### src/hdl/fetch_config.svh
/*
 * Fetch front end configuration macros
 * Word width, reset PC, request cap, buffer depth
 */
`ifndef FETCH_CONFIG_SVH
`define FETCH_CONFIG_SVH

`define FETCH_XLEN             32           // Memory word width
`define FETCH_PC_RESET         32'h8000_0000 // First fetch address
`define FETCH_MAX_OUTSTANDING  1            // Cap on requests in flight (1 or 2)
`define FETCH_BUF_HALFWORDS    4            // Halfword buffer capacity

`endif

### src/hdl/fetch_bus_pkg.sv
/*
 * Instruction memory bus types
 * Bus word, byte address, halfword buffer fill command
 */
`include "fetch_config.svh"

package fetch_bus_pkg;

    typedef logic [`FETCH_XLEN-1:0] bus_word_t;  // Read data word
    typedef logic [`FETCH_XLEN-1:0] bus_addr_t;  // Byte address

    // One accepted response on its way into the buffer
    typedef struct packed {
        bus_word_t word;        // Raw response data
        logic      error;       // Bus error on this response
        logic      upper_only;  // Keep bits 31:16 only
    } fill_cmd_t;

endpackage

### src/hdl/instr_pkg.sv
/*
 * Instruction types
 * Halfword, error tagged halfword, length enum
 */
package instr_pkg;

    typedef logic [15:0] halfword_t;

    // Halfword as held in the fetch buffer
    typedef struct packed {
        logic      error;  // Came from a faulting response
        halfword_t half;
    } tagged_half_t;

    // RVC length rule
    // Bits 1:0 == 2'b11 marks a 32-bit instruction
    // Anything else is compressed
    typedef enum logic {
        LEN_16 = 1'b0,
        LEN_32 = 1'b1
    } instr_len_e;

endpackage

### src/hdl/fetch_ifs.sv
/*
 * Internal fetch interfaces
 * fetch_fill_if carries requester loads and flush to the buffer
 * fetch_view_if carries the buffer head view and consume pulses
 */
`timescale 1ns/1ps
`include "fetch_config.svh"

interface fetch_fill_if;
    logic                    fill_valid;  // Write fill this cycle
    fetch_bus_pkg::fill_cmd_t fill;
    logic                    flush;       // Empty the buffer
    logic                    room;        // At most two halfwords held

    modport requester (output fill_valid, output fill, output flush, input room);
    modport buffer    (input fill_valid, input fill, input flush, output room);
endinterface

interface fetch_view_if;
    instr_pkg::tagged_half_t                    head0;  // Oldest halfword
    instr_pkg::tagged_half_t                    head1;  // Next oldest
    logic [$clog2(`FETCH_BUF_HALFWORDS+1)-1:0]  depth;  // Halfwords held
    logic                                       take2;  // Drop 2 bytes
    logic                                       take4;  // Drop 4 bytes

    modport buffer (output head0, output head1, output depth, input take2, input take4);
    modport issue  (input head0, input head1, input depth, output take2, output take4);
endinterface

### src/hdl/fetch_requester.sv
/*
 * Fetch request side
 * Fetch address, request level, outstanding and ignore counters,
 * misalignment flag, response qualification, flush on redirect
 */
`timescale 1ns/1ps
`include "fetch_config.svh"

module fetch_requester (
    input  logic                    g_clk,
    input  logic                    g_resetn,
    input  logic                    cf_req,           // Control flow change
    input  fetch_bus_pkg::bus_addr_t cf_target,
    output logic                    cf_ack,
    output logic                    imem_req,
    output fetch_bus_pkg::bus_addr_t imem_addr,
    input  logic                    imem_gnt,
    output logic                    imem_ack,
    input  logic                    imem_recv,
    input  logic                    imem_error,
    input  fetch_bus_pkg::bus_word_t imem_rdata,
    input  logic                    lone_upper_half,  // Half a 32-bit instr waiting
    fetch_fill_if.requester         fill
);

    localparam int CNT_W = $clog2(`FETCH_MAX_OUTSTANDING + 1) + 1;

    logic [CNT_W-1:0] reqs_outstanding;   // Granted, not yet answered
    logic [CNT_W-1:0] n_reqs_outstanding;
    logic [CNT_W-1:0] ignore_rsps;        // Stale responses still to come
    logic             fetch_misaligned;   // Next fill keeps upper half only
    logic             cf_change;
    logic             req_taken;
    logic             rsp_recv;
    logic             drop_response;
    logic             allow_new_req;
    logic             n_imem_req;

    // ----------------------------------------
    // Handshake qualifiers
    // ----------------------------------------
    assign cf_ack        = !imem_req || imem_gnt;   // Nothing left hanging on the bus
    assign cf_change     = cf_req && cf_ack;
    assign req_taken     = imem_req && imem_gnt;
    assign imem_ack      = fill.room;
    assign rsp_recv      = imem_recv && imem_ack;
    assign drop_response = |ignore_rsps;

    assign n_reqs_outstanding = reqs_outstanding + CNT_W'(req_taken) - CNT_W'(rsp_recv);

    // Count the request just granted so the cap is never passed
    assign allow_new_req = n_reqs_outstanding < CNT_W'(`FETCH_MAX_OUTSTANDING);
    assign n_imem_req    = ((fill.room || cf_change || lone_upper_half) && allow_new_req) ||
                           (imem_req && !imem_gnt);  // Hold until granted

    // ----------------------------------------
    // Request state
    // ----------------------------------------
    always_ff @(posedge g_clk) begin
        if (!g_resetn) begin
            imem_req         <= 1'b0;
            imem_addr        <= `FETCH_PC_RESET;
            reqs_outstanding <= '0;
        end else begin
            imem_req         <= n_imem_req;
            reqs_outstanding <= n_reqs_outstanding;
            if (cf_change) begin
                imem_addr <= {cf_target[31:2], 2'b00};  // Word of the target
            end else if (req_taken) begin
                imem_addr <= imem_addr + 32'd4;
            end
        end
    end

    // Drop everything in flight at a redirect
    always_ff @(posedge g_clk) begin
        if (!g_resetn) begin
            ignore_rsps <= '0;
        end else if (cf_change) begin
            ignore_rsps <= n_reqs_outstanding;
        end else if (rsp_recv && drop_response) begin
            ignore_rsps <= ignore_rsps - CNT_W'(1);
        end
    end

    // Set by a halfword aligned target until the first kept fill
    always_ff @(posedge g_clk) begin
        if (!g_resetn) begin
            fetch_misaligned <= 1'b0;
        end else if (cf_change) begin
            fetch_misaligned <= cf_target[1];
        end else if (fill.fill_valid) begin
            fetch_misaligned <= 1'b0;
        end
    end

    // ----------------------------------------
    // Fill commands toward the buffer
    // ----------------------------------------
    assign fill.fill_valid      = rsp_recv && !drop_response;
    assign fill.fill.word       = imem_rdata;
    assign fill.fill.error      = imem_error;
    assign fill.fill.upper_only = fetch_misaligned;
    assign fill.flush           = cf_change;  // Buffer empties on this edge

endmodule

### src/hdl/fetch_buffer.sv
/*
 * Halfword fetch buffer
 * Shifting queue of error tagged halfwords that loads a word or its
 * upper half and consumes two or four bytes in the same cycle
 */
`timescale 1ns/1ps
`include "fetch_config.svh"

module fetch_buffer (
    input  logic         g_clk,
    input  logic         g_resetn,
    fetch_fill_if.buffer fill,
    fetch_view_if.buffer view
);

    localparam int NUM_H   = `FETCH_BUF_HALFWORDS;
    localparam int DEPTH_W = $clog2(NUM_H + 1);

    instr_pkg::tagged_half_t q     [NUM_H];  // Slot 0 is the oldest
    instr_pkg::tagged_half_t q_nxt [NUM_H];
    instr_pkg::tagged_half_t ld    [2];      // Halfwords of this fill, in order
    logic [DEPTH_W-1:0]      depth;
    logic [DEPTH_W-1:0]      depth_nxt;

    // ----------------------------------------
    // Incoming halfwords
    // ----------------------------------------
    always_comb begin
        ld[0].error = fill.fill.error;     // Same error on both halves
        ld[1].error = fill.fill.error;
        ld[1].half  = fill.fill.word[31:16];
        if (fill.fill.upper_only) begin
            ld[0].half = fill.fill.word[31:16];
        end else begin
            ld[0].half = fill.fill.word[15:0];
        end
    end

    // ----------------------------------------
    // Shift out taken halves, append loads
    // ----------------------------------------
    always_comb begin
        int unsigned n_take;
        int unsigned n_load;
        int unsigned base;
        n_take = view.take4 ? 2 : (view.take2 ? 1 : 0);
        if (!fill.fill_valid) begin
            n_load = 0;
        end else if (fill.fill.upper_only) begin
            n_load = 1;
        end else begin
            n_load = 2;
        end
        base = int'(depth) - n_take;  // Survivors after the take
        for (int i = 0; i < NUM_H; i++) begin
            if (i < base) begin
                q_nxt[i] = q[i + n_take];
            end else if (i - base < n_load) begin
                q_nxt[i] = ld[i - base];
            end else begin
                q_nxt[i] = q[i];          // Slot unused
            end
        end
        depth_nxt = DEPTH_W'(base + n_load);
    end

    always_ff @(posedge g_clk) begin
        q <= q_nxt;  // Halfword slots
    end

    always_ff @(posedge g_clk) begin
        if (!g_resetn) begin
            depth <= '0;
        end else if (fill.flush) begin
            depth <= '0;     // Flush beats loads and takes
        end else begin
            depth <= depth_nxt;
        end
    end

    // ----------------------------------------
    // Outputs
    // ----------------------------------------
    assign fill.room  = depth <= DEPTH_W'(NUM_H - 2);  // A whole word still fits
    assign view.head0 = q[0];
    assign view.head1 = q[1];
    assign view.depth = depth;

endmodule

### src/hdl/fetch_issue.sv
/*
 * Fetch issue side
 * Length decode, decode-stage valid/data/error, consume pulses
 */
`timescale 1ns/1ps

module fetch_issue (
    fetch_view_if.issue              view,
    input  logic                     s1_busy,          // Decode stalled
    output logic                     s1_valid,
    output fetch_bus_pkg::bus_word_t s1_data,
    output logic                     s1_error,
    output logic                     lone_upper_half   // Need the other half
);

    instr_pkg::instr_len_e len;
    logic                  accept;

    // Both low bits set means a full 32-bit encoding
    assign len = (view.head0.half[1:0] == 2'b11) ? instr_pkg::LEN_32 : instr_pkg::LEN_16;

    // ----------------------------------------
    // Decode stage outputs
    // ----------------------------------------
    always_comb begin
        if (len == instr_pkg::LEN_32) begin
            s1_valid = view.depth >= 2;
            s1_data  = {view.head1.half, view.head0.half};
            s1_error = view.head0.error || view.head1.error;
        end else begin
            s1_valid = view.depth >= 1;
            s1_data  = {16'h0000, view.head0.half};  // Zero extend
            s1_error = view.head0.error;
        end
    end

    assign accept     = s1_valid && !s1_busy;
    assign view.take2 = accept && (len == instr_pkg::LEN_16);
    assign view.take4 = accept && (len == instr_pkg::LEN_32);

    // First half of a 32-bit instr alone in the buffer
    assign lone_upper_half = (len == instr_pkg::LEN_32) && (view.depth == 1);

endmodule

### src/hdl/fetch_top.sv
/*
 * Instruction fetch front end top level
 * Requester, halfword buffer and issue block
 */
`timescale 1ns/1ps
`include "fetch_config.svh"

module fetch_top (
    input  logic                   g_clk,
    input  logic                   g_resetn,
    // Control flow change
    input  logic                   cf_req,
    input  logic [`FETCH_XLEN-1:0] cf_target,
    output logic                   cf_ack,
    // Instruction memory
    output logic                   imem_req,
    output logic [`FETCH_XLEN-1:0] imem_addr,
    input  logic                   imem_gnt,
    output logic                   imem_ack,
    input  logic                   imem_recv,
    input  logic                   imem_error,
    input  logic [`FETCH_XLEN-1:0] imem_rdata,
    // Decode stage
    input  logic                   s1_busy,
    output logic                   s1_valid,
    output logic [`FETCH_XLEN-1:0] s1_data,
    output logic                   s1_error
);

    logic lone_upper_half;  // Issue asks for the rest of a 32-bit instr

    fetch_fill_if i_fill_if ();
    fetch_view_if i_view_if ();

    // ----------------------------------------
    // Request side
    // ----------------------------------------
    fetch_requester i_requester (
        .g_clk           (g_clk),
        .g_resetn        (g_resetn),
        .cf_req          (cf_req),
        .cf_target       (cf_target),
        .cf_ack          (cf_ack),
        .imem_req        (imem_req),
        .imem_addr       (imem_addr),
        .imem_gnt        (imem_gnt),
        .imem_ack        (imem_ack),
        .imem_recv       (imem_recv),
        .imem_error      (imem_error),
        .imem_rdata      (imem_rdata),
        .lone_upper_half (lone_upper_half),
        .fill            (i_fill_if.requester)
    );

    fetch_buffer i_buffer (
        .g_clk    (g_clk),
        .g_resetn (g_resetn),
        .fill     (i_fill_if.buffer),
        .view     (i_view_if.buffer)
    );

    // Combinational to decode
    fetch_issue i_issue (
        .view            (i_view_if.issue),
        .s1_busy         (s1_busy),
        .s1_valid        (s1_valid),
        .s1_data         (s1_data),
        .s1_error        (s1_error),
        .lone_upper_half (lone_upper_half)
    );

endmodule

### config.mk
export PLATFORM = sky130hd
export DESIGN_NAME = fetch_top
export DESIGN_NICKNAME = d
export VERILOG_FILES = /design/src/hdl/fetch_bus_pkg.sv /design/src/hdl/instr_pkg.sv /design/src/hdl/fetch_ifs.sv /design/src/hdl/fetch_requester.sv /design/src/hdl/fetch_buffer.sv /design/src/hdl/fetch_issue.sv /design/src/hdl/fetch_top.sv
export VERILOG_INCLUDE_DIRS = /design/src /design/src/hdl
export SDC_FILE = /design/constraint.sdc
export NUM_CORES = 1
export LEC_CHECK = 0
export BUFFER_PORTS_ARGS = -buffer_cell sky130_fd_sc_hd__buf_2
export CORE_ASPECT_RATIO = 1.1
export CORE_UTILIZATION = 25
export CTS_CLUSTER_SIZE = 28
export DETAILED_ROUTE_END_ITERATION = 8
export PLACE_DENSITY = 0.56
export SLEW_MARGIN = 20
export SYNTH_ARGS = -nofsm -noshare
export SYNTH_HDL_FRONTEND = slang
export SYNTH_SLANG_ARGS = --single-unit
### constraint.sdc
create_clock -name g_clk -period 7.3 [get_ports g_clk]
set_clock_uncertainty 0.05 [all_clocks]
set_input_delay 2.19 -clock g_clk [delete_from_list [all_inputs] [get_ports g_clk]]
set_output_delay 2.19 -clock g_clk [all_outputs]
set_load 0.01 [all_outputs]
* Yosys cells after proc, flatten, opt, wreduce, memory -nomap -nowiden
Cells that the tools add are included.
** Storage, ports and cells
- Flip-flop bits (word level) :: 109
- Bits of input ports :: 71
- Output and inout port bits :: 69
- Word-level logic and storage cells :: 136
** Cells by class
- Add/sub/neg operators :: 13
- Order comparisons :: 20
- Equal/unequal tests :: 2
- Muxes and demuxes :: 47
- Bitwise gates (word level) :: 10
- Reduce and logical (&&, ||, !) cells :: 29
** Operators by type and width (count)
- $mux W17 :: 24
- $not A32 Y33 :: 8
- $bmux W17 S2 :: 4
- $ge A33 B2 Y1 const B :: 4
- $ge A33 B3 Y1 const B :: 4
- $lt A32 B2 Y1 :: 4
- $mux W32 :: 4
- $mux W16 :: 5
- $add A2 B32 Y32 const A :: 2
- $lt A1 B32 Y1 const A :: 2
- $lt A2 B32 Y1 const A :: 2
- $sub A1 B32 Y32 const A :: 2
- $sub A2 B32 Y32 const A :: 2
- $add A1 B32 Y32 const A :: 1
- $add A32 B3 Y32 const B :: 1
- $sub A3 B32 Y32 :: 1
- $reduce_bool A2 Y1 :: 7
- $logic_and A1 B1 Y1 :: 11
- $mux W2 :: 4
- $mux W1 :: 6
- $logic_or A1 B1 Y1 :: 5
- $logic_not A1 Y1 :: 4
- $reduce_or A2 Y1 :: 2
- $add A3 B3 Y3 :: 1
- 10 further kinds :: 11

* Longest topological paths before layout
- Depth in word-level cells :: 15
- Mapped depth :: 16
- Mapped depth without buffers :: 12

* Cells and area by module
From an unflattened synthesis, not the netlist that was laid out.
** Unflattened totals
- Cells, all modules :: 894
- Area, all modules :: 8162.8 µm²
** Modules (own cells, without submodules)
- fetch_buffer :: times used 1, cells each 510, area an instance 5217.5 µm², sequential area each 2102.0 µm²
- fetch_requester :: times used 1, cells each 342, area an instance 2645.0 µm², sequential area each 720.7 µm²
- fetch_issue :: times used 1, cells each 42, area an instance 300.3 µm², sequential area each 0.0 µm²

* Least setup slack after synthesis
Ideal clock, no wire load.
- Path kind :: input -> register
- Start :: in s1_busy
- End :: reg i_buffer.q (netlist bit i_buffer.view.head0[0]) (enable)
- Library setup time :: 0.452 ns
- Arrival time :: 6.526 ns
- Required time :: 6.798 ns
- Setup slack :: 0.272 ns
- Stages :: 12
- Path buffers :: 2
- Cells stage by stage :: a21oi_1 -> buf_2 -> buf_1 -> and2_1 -> ha_1 -> inv_1 -> fa_1 -> ha_1 -> ha_1 -> inv_1 -> o22ai_1 -> o311ai_0
** On the way
- Cells in the longest elaborated chain, start to end :: 9
- Elaborated cells on any way between the ends :: 11
- Classes of those cells :: add/sub: 2; order compare: 2; mux: 2; reduce/logical: 5
** Ends and longest elaborated chain
- start, declared :: line fetch_top.sv:24 : input logic s1_busy,
- $logic_not A1 Y1 (*) :: line fetch_issue.sv:37 : assign accept = s1_valid && !s1_busy;
- $logic_and A1 B1 Y1 (*) :: line fetch_issue.sv:37
- $logic_and A1 B1 Y1 :: line fetch_issue.sv:38 : assign view.take2 = accept && (len == instr_pkg::LEN_16);
- $mux W1 :: line fetch_buffer.sv:46 : n_take = view.take4 ? 2 : (view.take2 ? 1 : 0);
- $mux W32 (*) :: line fetch_buffer.sv:46
- $sub A3 B32 Y32 (*) :: line fetch_buffer.sv:54 : base = int'(depth) - n_take;
- $sub A1 B32 Y32 :: line fetch_buffer.sv:58 : end else if (i - base < n_load) begin
- $lt A32 B2 Y1 :: line fetch_buffer.sv:58
- $reduce_bool A2 Y1 (no source line) (*)
- end signal, assigned :: line fetch_buffer.sv:68 : q <= q_nxt;
- end, declared :: line fetch_buffer.sv:19 : instr_pkg::tagged_half_t q [NUM_H];
Every way passes the cells marked *; elsewhere a longest branch is shown, timed or not.
A chain may end at the register's enable or synchronous reset.

* Worst setup path in the final report
- Start :: in s1_busy
- End :: reg i_buffer.q (netlist bit i_buffer.view.head1[15]) (enable)
Same word-level chain as after synthesis.

==> metrics.txt <==
Mapped Cells=855; Async SR Flop Fraction=0%; chip height=182 µm; Final setup violation count=0; most common cell in the netlist=nand2_1; placed instance area=8260 µm²; final worst path period share=73.2%; pre-CTS setup slack=1.57 ns; DIE WIDTH=166 µm; setup tns final=0 ns; vias in the first global route=6200; Initial DRC Count=557; post_cts resized=0; Design Power=0.00473 W; Syn Area/Cell=8.65 µm²; antenna violations before repair=0; initial core utilization=25.6%; crit path cell chain=buf_2, a21oi_4, and2_1, ha_1, inv_1, fa_1, nor2b_1, or2_1, and2_1, buf_4, o21ai_2, buf_4; Slew @ Worst Pin=1.08 ns; max incr delay on CP=0.61 ns; PortBufs=136; Distinct cells, synth=60; Worst slew margin=27.7%; HP Class=register to register; top post-synthesis cells by count=144 x nand2_1, 92 x o21ai_0, 83 x mux2i_1; clk buf depth=2; Crit path arrival time=5.38 ns; failing checks=design-rule violations; CTS buffer count=9; layout cells sized above 1=20.7%; Achievable Freq=0.187 GHz; Power Internal=0.00247 W; Area contributors post-synth=edfxtp_1 28%, mux2i_1 11%, dfxtp_1 11%; drc violations=26; Vias/cell=5.07; CP Buf/Inv Count=4; Setup crit end kind=register; htree depth=3; detailed placement HPWL=14300 µm; top cell type's share of synthesized area=27.6%; final setup slack of the worst path=1.95 ns; drt pass-1 iters=7; Die ar.=30300 µm²; placer congestion estimate=0.784; Fin Hold WS=0.464 ns; Ys Warns=0; WP data required=7.34 ns; Seq cells post-synth=107; Max Cap Viol=0; P_sw=0.00226 W; combinational share of power=58.4%; final-stage net count=1023; first-pass GRT wire length=34700 µm; Area Growth Syn to Fin=15.7%; min Tclk post-route=5.35 ns; Post-synth top flop=edfxtp_1; clk root buf=clkbuf_16; CTS tree=done; Routed WL=22000 µm; clk_lat worst skew=0.36 ns; switching share of total power=47.8%; crit path kind=input pin to register; fillers=3097; average wire per standard cell=16.8 µm; Reg clk slew, reported paths=0.07 ns; CP delay by family, top=simple AND/OR/NAND/NOR gates; Reg power frac=31.2%; pwr dens=552 nW/µm²; area leader, netlist=edfxtp_1; Leakage=3.46 nW; IO Pins=140; remaining antenna violation count after routing=0; Hold-fix buffers, CTS=0; unrepaired setup endpoints after global routing=false; clock sinks=107; share of the yosys chip area belonging to registers=38.2%; Max stage delay cell, worst path=or2_1; Vias=6642; status=finished, violations left; postcts setup bufs=0; gr usage total=14.5%; Rows=65; Final Max Slew Viols=0; final hold vios=0; Post-Syn Area=7400 µm²; clock network fraction of total power=10.4%; GRT overflow=0; Post-synth EDFFs=68; CP Max Fanout=17; CP startpoint kind=input pin; core area=28900 µm²; largest net degree at the start of global routing=81; post-route cell area=8560 µm²; VDD IR max=0.000451 V
-- cell usage in the layout, fill, tap and decap left out, drive strengths merged, types with 3 or more instances in the layout --
cell	Yosys	final
a21oi	41	41
ha	14	14
nor2b	6	6
nor4	5	5
nand4	10	10
dfxtp	39	39
nor3	6	6
mux2	5	5
o211ai	18	18
buf	49	151
xor2	7	7
edfxtp	68	68
inv	21	24
o32ai	6	6
o21ai	93	93
and3	19	19
a22oi	3	3
nand3	64	64
nand2b	11	11
and4	3	3
a311oi	7	7
nor2	34	34
mux2i	84	84
diode	0	3
xnor2	4	4
and2	6	6
nand3b	8	8
fa	3	3
nand2	144	144
o221ai	3	3
a211oi	11	11
o22ai	8	8
clkbuf	34	10
-- kinds of logic (layout without fill, tap and decap cells) --
family / count (synthesis) / in the layout / share of synthesized area (%)
mux: 89 / 89 / 12.2
xor+xnor: 11 / 11 / 1.30
other cells: 1 / 5 / 0.0507
simple gates: 320 / 320 / 21.1
buf+inv: 104 / 188 / 7.10
compound gates: 206 / 206 / 16.9
flops: 107 / 107 / 38.2
fa+ha+maj: 17 / 17 / 3.18
-- routing by layer --
metal	up-vias	part of all wire [%]	track usage [%]
met5	-	0	0
met1	3132	46	19.7
met4	0	1.3	3.70
met2	237	45	22.6
met3	16	7.8	4.03
li1	3257	-	-
-- state kept, by name, indices dropped and copies added, names as in the netlist --
register / flops
i_buffer.view.head1: 17
i_requester.reqs_outstanding: 2
i_requester.imem_addr: 30
i_buffer.q: 34
i_requester.imem_req: 1
i_buffer.view.head0: 17
i_requester.ignore_rsps: 2
i_requester.fetch_misaligned: 1
i_buffer.view.depth: 3
-- power groups by stage --
stage / Combinational (W) / Clock, W / Sequential, W
4_1_cts: 0.00279 / 0.000514 / 0.00147
2_1_floorplan: 0.00200 / 0 / 0.00142
5_1_grt: 0.00305 / 0.000532 / 0.00152
3_5_place_dp: 0.00277 / 0 / 0.00148
6_report: 0.00276 / 0.000492 / 0.00147
3_3_place_gp: 0.00274 / 0 / 0.00148
-- worst paths after layout --
| check | end | cells after the start | startpoint | slack [ns] |
|---|---|---|---|---|
| worst max-delay path | i_buffer.view.head1[15] | 12 | s1_busy | 1.95 |
| worst min-delay path | i_requester.fetch_misaligned | 2 | i_requester.fetch_misaligned | 0.46 |
| worst max register to register | i_buffer.view.head1[15] | 12 | i_buffer.view.head0[0] | 2.69 |
| worst min register to register | i_requester.fetch_misaligned | 2 | i_requester.fetch_misaligned | 0.46 |
-- metrics by stage --
step                util (%)  cells
finish                  29.6   1311
global route            29.6   1308
CTS                     29.6   1308
detailed placement      28.6   1292
global placement        28.6   1292
floorplan                  -    856
-- tightest hold or removal path: stages, from the launching register on --
cell	delay, ns
dfxtp_1	0.33
nand3_1	0.07
a21oi_1	0.06
-- final cells by class --
| class | instances | area, µm² | area share (%) |
|---|---|---|---|
| multi-input combinational | 645 | 4110 | 48.0 |
| clock inverter | 6 | 55.1 | 0.643 |
| sequential | 107 | 2820 | 33.0 |
| tap | 368 | 460 | 5.38 |
| clock buffer | 10 | 229 | 2.68 |
| inverter | 21 | 78.8 | 0.921 |
| timing repair buffer | 151 | 793 | 9.27 |
| antenna | 3 | 7.51 | 0.0877 |
No activity file was read; power rests on OpenSTA's default activity.
